**config.mk**
```make
export PLATFORM = sky130hd
export DESIGN_NAME = flowUnit
export DESIGN_NICKNAME = d
export VERILOG_FILES = /design/src/source/flowPkg.sv /design/src/source/immediateDecoder.sv /design/src/source/branchComparator.sv /design/src/source/programCounter.sv /design/src/source/flowUnit.sv
export SDC_FILE = /design/constraint.sdc
export NUM_CORES = 1
export LEC_CHECK = 0
export BUFFER_PORTS_ARGS = -buffer_cell sky130_fd_sc_hd__clkbuf_2
export CAP_MARGIN = 20
export CELL_PAD_IN_SITES_DETAIL_PLACEMENT = 2
export CELL_PAD_IN_SITES_GLOBAL_PLACEMENT = 2
export CORE_UTILIZATION = 31
export CTS_BUF_LIST = sky130_fd_sc_hd__clkbuf_16
export DETAILED_ROUTE_END_ITERATION = 6
export GPL_TIMING_DRIVEN = 0
export PLACE_DENSITY_LB_ADDON = 0.1
export SYNTH_ARGS = -nofsm -noshare
export SYNTH_HDL_FRONTEND = slang
export SYNTH_SLANG_ARGS = --single-unit
```
**constraint.sdc**
```tcl
create_clock -name clk -period 6.2 [get_ports clk]
set_clock_uncertainty 0.2 [all_clocks]
set_input_delay 0.31 -clock clk [delete_from_list [all_inputs] [get_ports clk]]
set_output_delay 0.31 -clock clk [all_outputs]
set_load 0.03 [all_outputs]
```
**src/source/flowPkg.sv**
```systemverilog
`default_nettype none

// shared types for the control-flow block of the rv32i core
package flowPkg;

  // one instruction address or one data word
  typedef logic [31:0] addressT;

  // size of one sequential address increment
  // rv32i without compressed instructions
  localparam addressT instructionStep = 32'd4;

  // control-flow class of one instruction
  typedef enum logic [2:0] {
    // plain fall-through, also used for unknown opcodes
    flowSeq    = 3'd0,
    // pc-relative jump and link
    flowJal    = 3'd1,
    // register-relative jump and link
    flowJalr   = 3'd2,
    // conditional pc-relative branch
    flowBranch = 3'd3,
    // add upper immediate to pc
    flowAuipc  = 3'd4
  } flowKindE;

  // decoder output, one per instruction
  typedef struct packed {
    // control-flow class
    flowKindE kind;
    // sign-extended immediate in the format the kind needs
    addressT  immediate;
    // branch condition select, passed straight through
    logic [2:0] funct3;
  } decodeT;

  // source register values that come with the instruction
  typedef struct packed {
    // base for jalr, left side of a branch compare
    addressT rs1Value;
    // right side of a branch compare
    addressT rs2Value;
  } operandT;

  // everything the counter drives out
  typedef struct packed {
    // address of the instruction being executed
    addressT instructionAddress;
    // return address for jal/jalr, pc plus offset for auipc
    addressT linkAddress;
    // high when linkAddress is meant for the destination register
    logic    linkValid;
  } resultT;

endpackage : flowPkg

`default_nettype wire

```
**src/source/immediateDecoder.sv**
```systemverilog
`timescale 1ns/1ps
`default_nettype none

// classifies one instruction word and builds its immediate
module immediateDecoder import flowPkg::*; (
  input  logic [31:0] instruction,
  output decodeT      decode
);

  // major opcodes this block cares about
  localparam logic [6:0] opcodeJal    = 7'b1101111;
  localparam logic [6:0] opcodeJalr   = 7'b1100111;
  localparam logic [6:0] opcodeBranch = 7'b1100011;
  localparam logic [6:0] opcodeAuipc  = 7'b0010111;

  logic [6:0] opcode;
  flowKindE   kind;

  // all four immediate formats, built side by side
  addressT immI;
  addressT immB;
  addressT immU;
  addressT immJ;
  addressT immediate;

  assign opcode = instruction[6:0];

  // opcode to control-flow class
  always_comb begin
    case (opcode)
      opcodeJal: begin
        kind = flowJal;
      end
      opcodeJalr: begin
        kind = flowJalr;
      end
      opcodeBranch: begin
        kind = flowBranch;
      end
      opcodeAuipc: begin
        kind = flowAuipc;
      end
      default: begin
        // alu, loads, stores and anything unknown fall through
        kind = flowSeq;
      end
    endcase
  end

  // i-type, 12 bits straight from the top of the word
  assign immI = {{20{instruction[31]}}, instruction[31:20]};

  // b-type, scrambled 12-bit offset in units of two bytes
  assign immB = {
    {19{instruction[31]}},
    instruction[31],
    instruction[7],
    instruction[30:25],
    instruction[11:8],
    1'b0
  };

  // u-type, upper 20 bits with zero low part
  assign immU = {instruction[31:12], 12'b0};

  // j-type, scrambled 20-bit offset in units of two bytes
  assign immJ = {
    {11{instruction[31]}},
    instruction[31],
    instruction[19:12],
    instruction[20],
    instruction[30:21],
    1'b0
  };

  // pick the format for the kind
  always_comb begin
    case (kind)
      flowJal: begin
        immediate = immJ;
      end
      flowJalr: begin
        immediate = immI;
      end
      flowBranch: begin
        immediate = immB;
      end
      flowAuipc: begin
        immediate = immU;
      end
      default: begin
        // sequential flow needs no offset
        immediate = '0;
      end
    endcase
  end

  // funct3 only matters for branches, but is passed through always
  assign decode = '{
    kind:      kind,
    immediate: immediate,
    funct3:    instruction[14:12]
  };

endmodule : immediateDecoder

`default_nettype wire

```
**src/source/branchComparator.sv**
```systemverilog
`timescale 1ns/1ps
`default_nettype none

// evaluates the rv32i branch condition selected by funct3
module branchComparator import flowPkg::*; (
  input  logic [2:0] funct3,
  input  operandT    operands,
  output logic       branchTaken
);

  logic isEqual;
  logic isLessSigned;
  logic isLessUnsigned;

  // one compare of each flavour, the rest are inversions
  assign isEqual        = operands.rs1Value == operands.rs2Value;
  assign isLessSigned   = $signed(operands.rs1Value) < $signed(operands.rs2Value);
  assign isLessUnsigned = operands.rs1Value < operands.rs2Value;

  always_comb begin
    case (funct3)
      // beq
      3'b000: begin
        branchTaken = isEqual;
      end
      // bne
      3'b001: begin
        branchTaken = !isEqual;
      end
      // blt
      3'b100: begin
        branchTaken = isLessSigned;
      end
      // bge
      3'b101: begin
        branchTaken = !isLessSigned;
      end
      // bltu
      3'b110: begin
        branchTaken = isLessUnsigned;
      end
      // bgeu
      3'b111: begin
        branchTaken = !isLessUnsigned;
      end
      default: begin
        // 010 and 011 are reserved, never taken
        branchTaken = 1'b0;
      end
    endcase
  end

endmodule : branchComparator

`default_nettype wire

```
**src/source/programCounter.sv**
```systemverilog
`timescale 1ns/1ps
`default_nettype none

// instruction address register plus next-address and link logic
module programCounter import flowPkg::*; #(
  parameter addressT resetVector = '0
) (
  input  logic    clk,
  input  logic    reset,
  input  logic    step,
  input  decodeT  decode,
  input  logic    branchTaken,
  input  addressT rs1Value,
  output resultT  result
);

  addressT currentAddress;
  addressT nextAddress;
  addressT sequentialAddress;
  addressT relativeTarget;
  addressT registerTarget;
  addressT linkAddress;
  logic    linkValid;

  // candidate targets
  assign sequentialAddress = currentAddress + instructionStep;
  assign relativeTarget    = currentAddress + decode.immediate;
  // jalr drops bit 0 of the sum
  assign registerTarget    = {rs1Value[31:1] + decode.immediate[31:1] +
                              31'(rs1Value[0] & decode.immediate[0]), 1'b0};

  // next address by kind
  always_comb begin
    case (decode.kind)
      flowJal: begin
        nextAddress = relativeTarget;
      end
      flowJalr: begin
        nextAddress = registerTarget;
      end
      flowBranch: begin
        // not taken falls through
        nextAddress = branchTaken ? relativeTarget : sequentialAddress;
      end
      default: begin
        nextAddress = sequentialAddress;
      end
    endcase
  end

  // address moves only on a step
  always_ff @(posedge clk) begin
    if (reset) begin
      currentAddress <= resetVector;
    end else if (step) begin
      currentAddress <= nextAddress;
    end
  end

  // link value straight from the current address and kind
  always_comb begin
    case (decode.kind)
      flowJal, flowJalr: begin
        linkAddress = sequentialAddress;
        linkValid   = 1'b1;
      end
      flowAuipc: begin
        // u immediate already shifted up by the decoder
        linkAddress = relativeTarget;
        linkValid   = 1'b1;
      end
      default: begin
        linkAddress = '0;
        linkValid   = 1'b0;
      end
    endcase
  end

  assign result = '{
    instructionAddress: currentAddress,
    linkAddress:        linkAddress,
    linkValid:          linkValid
  };

  // jalr target lands on an even address
  jalrTargetEven: assert property (@(posedge clk) disable iff (reset)
    step && decode.kind == flowJalr |=> !currentAddress[0])
    else $error("jalr left an odd instruction address");

  // branches never carry a reserved funct3
  branchFunct3Legal: assert property (@(posedge clk) disable iff (reset)
    step && decode.kind == flowBranch |-> !(decode.funct3 inside {3'b010, 3'b011}))
    else $error("branch step with reserved funct3 %b", decode.funct3);

  // idle cycles freeze the address
  holdWithoutStep: assert property (@(posedge clk) disable iff (reset)
    !step |=> $stable(currentAddress))
    else $error("instruction address moved without a step");

endmodule : programCounter

`default_nettype wire

```
**src/source/flowUnit.sv**
```systemverilog
`timescale 1ns/1ps
`default_nettype none

// control-flow block of the rv32i core
// decoder and comparator run in parallel, counter combines them
module flowUnit import flowPkg::*; #(
  parameter addressT resetVector = '0
) (
  input  logic        clk,
  input  logic        reset,
  input  logic        step,
  input  logic [31:0] instruction,
  input  operandT     operands,
  output resultT      result
);

  // kind, immediate and funct3 of the current instruction
  decodeT decode;
  // comparator verdict, only looked at for branches
  logic   branchTaken;

  immediateDecoder u_decoder (
    .instruction (instruction),
    .decode      (decode)
  );

  // funct3 taken from the decoder so both consumers agree
  branchComparator u_comparator (
    .funct3      (decode.funct3),
    .operands    (operands),
    .branchTaken (branchTaken)
  );

  programCounter #(
    .resetVector (resetVector)
  ) u_counter (
    .clk         (clk),
    .reset       (reset),
    .step        (step),
    .decode      (decode),
    .branchTaken (branchTaken),
    // only rs1 is a jump base, rs2 goes to the comparator alone
    .rs1Value    (operands.rs1Value),
    .result      (result)
  );

endmodule : flowUnit

`default_nettype wire

```
==> qor.yml <==
total_power_uw: 860
grt_max_degree: 11
start_util: 0.316
fillers: 2969
ant_nets: 0
post_cts_buffers: 0
layout_common_cells: "163 x clkbuf_2, 99 x nand2_1, 99 x a21oi_1"
fin_crit_ns: 5.92
antenna_found_initial: 0
clk_pin_slew_ns: 0.07
antennaDiodeCount: 0
slew_headroom: 0.306
cts_max_level: 2
min_from: "reset"
reg2reg_depth: 12
clockRootBuffer: "clkbuf_16"
grt_pass1_vias: 9674
layout.nets: 1423
reg_top3: "u_counter.currentAddress: 32 flops"
status: "completed"
yosysWarnings: 0
cp_max_fo: 10
grt_first_pass_wirelength_microns: 57400
clockBufferDepth: 2
max_cap_violations: 0
synthCells: 1069
dpl_cell_area_sq_um: 8660
fin_area_sq_um: 8830
vdd_drop_max_v: 0.0000684
async_flop_share: 0
drive_gt1_frac: 0.172
rsz0062_at_grt: "no"
cp.arrival_ns: 5.41
r2r_slack_ns: 2.34
drt_iter0_drc: 423
worst_hold_path_type: "primary input to flip-flop"
holdBufCountCts: 0
viasPerCell: 5.86
portBuffers: 162
syn_area_sq_um: 7440
fp.dieW_microns: 157
cts_tree: "done"
io_pins: 164
required_ns: 5.69
numCtsBuffers: 5
ys_ff_latch: 32
synth-edff-count: 0
mostFrequentLayoutCell: "clkbuf_2"
synth.largest_area_cell: "ha_1"
clkLatencyLatePin_ns: 0.30
multiInputGateArea_sq_um: 6380
max_clock_freq_ghz: 0.169
p_per_area_nw_per_um2: 97.3
reg2reg_from: "u_counter.currentAddress[3]"
setup_violations: 0
crit_type: "primary input to output port"
dp_hpwl_microns: 31400
synthTopCellsByArea: "ha_1 14%, dfxtp_1 8.6%, a21oi_1 6.7%"
firstDrtPassIters: 4
regMostFlops: "u_counter.currentAddress"
netlist.area_leader.share: 0.138
synthDistinctLibCells: 85
gr-total-overflow: 0
rows: 56
whs_endpoint: "u_counter.currentAddress[29]"
yosys_most_used_dff: "dfxtp_1"
clock-sinks: 32
die_y_microns: 157
p_leak_nw: 4.20
drc: 0
finalMaxSlewViolations: 0
synth_nets: 1253
core-area_sq_um: 23500
vias: 9129
regArea_sq_um: 641
die-area_sq_um: 24600
hold_depth: 4
largest_reg_flops: 32
synthToLayoutAreaGrowth_pct: 18.7
r2r_end: "u_counter.currentAddress[29]"
startpoint_type: "primary input"
critPathCaptureType: "output port"
synth_area_per_cell_sq_um: 6.96
yosysSeqAreaShare: 0.0861
fin_crit_sh: 0.955
hold_viol_final: 0
wl_per_cell_microns: 24.5
tightest_slew_ns: 1.03
routabilityCongestion: 0.966
grt_use_total: 0.314
routed_wl_microns: 38100
-- synthesized netlist by cell type (all sizes together), types with 24 or more instances --
library cell	n
a21o	37
a21oi	100
clkbuf	48
dfxtp	32
ha	82
inv	61
nand2	101
nand3	44
nand4	24
nor2	65
nor3	26
o21ai	75
o22ai	24
xnor2	48
xor2	41
-- critical path: stages --
cell and delay [ns]:
clkbuf_2 0.12, nand3b_2 0.46, nor2_4 0.28, nand2_1 0.21, nor2_4 0.35, clkbuf_4 0.37
and2_1 0.16, ha_1 0.18, inv_1 0.06, fa_1 0.44, a21oi_1 0.16, maj3_1 0.22
nand2_1 0.08, a2111oi_0 0.43, a211o_1 0.26, nor4_4 0.09, o31ai_2 0.39, a31oi_1 0.15
nor3_1 0.28, o22ai_1 0.15, clkbuf_2 0.23
-- repair_timing --
| action | CTS | global route |
|---|---|---|
| setup endpoints to repair | 16 | 7 |
| resized for setup | 3 | 9 |
| pin swaps | 0 | 0 |
-- worst max-delay path by stage --
stage / from / endpoint / slack [ns] / cells after the start
finish: instruction[4] / result[29] / 0.28 / 21
detailed placement: instruction[4] / result[21] / -0.59 / 21
global placement: instruction[4] / result[21] / -0.54 / 21
global route: instruction[4] / result[29] / 0.05 / 21
floorplan: instruction[4] / result[29] / 1.21 / 19
CTS: instruction[4] / result[29] / 0.04 / 17
-- metrics by stage --
stage | utilization | std cells | worst slack [ns] | hold slack [ns] | setup TNS, ns
floorplan | - | 1069 | 1.21 | 0.417 | 0
global placement | 0.368 | 1550 | -0.542 | 0.342 | -4.23
detailed placement | 0.368 | 1551 | -0.589 | 0.352 | -6.41
CTS | 0.374 | 1558 | 0.0431 | 0.287 | 0
global route | 0.375 | 1558 | 0.0450 | 0.337 | 0
finish | 0.375 | 1558 | 0.280 | 0.316 | 0
-- cells by family after synthesis --
family / synth area share
AO/OA/AOI/OAI: 0.343
AND/OR/NAND/NOR: 0.239
buffers and inverters: 0.0610
adder cells (fa/ha/maj): 0.162
flip-flops: 0.0861
XOR/XNOR: 0.105
multiplexers: 0.00404
-- power breakdown --
group | total [mW] | switching, mW | internal (mW)
Combinational | 0.368 | 0.237 | 0.131
Sequential | 0.235 | 0.0186 | 0.217
Clock | 0.256 | 0.111 | 0.145
Total | 0.860 | 0.367 | 0.493
-- metal layers --
metal / vias to the layer above / share of wire / track usage
li1: 4307 / - / -
met1: 4486 / 0.44 / 0.388
met2: 261 / 0.47 / 0.546
met3: 75 / 0.043 / 0.0319
met4: 0 / 0.049 / 0.145
met5: - / 0 / 0
-- layout make-up --
cell class,count,area share
flip-flops and latches,32,0.0725
plain buffers,57,0.0261
multi-input cells,919,0.723
inverters,61,0.0259
clock inverters,2,0.000992
repair buffers,163,0.0926
well taps,319,0.0452
clock buffers,5,0.0142
Note: power is estimated with default switching activity, not from simulation.
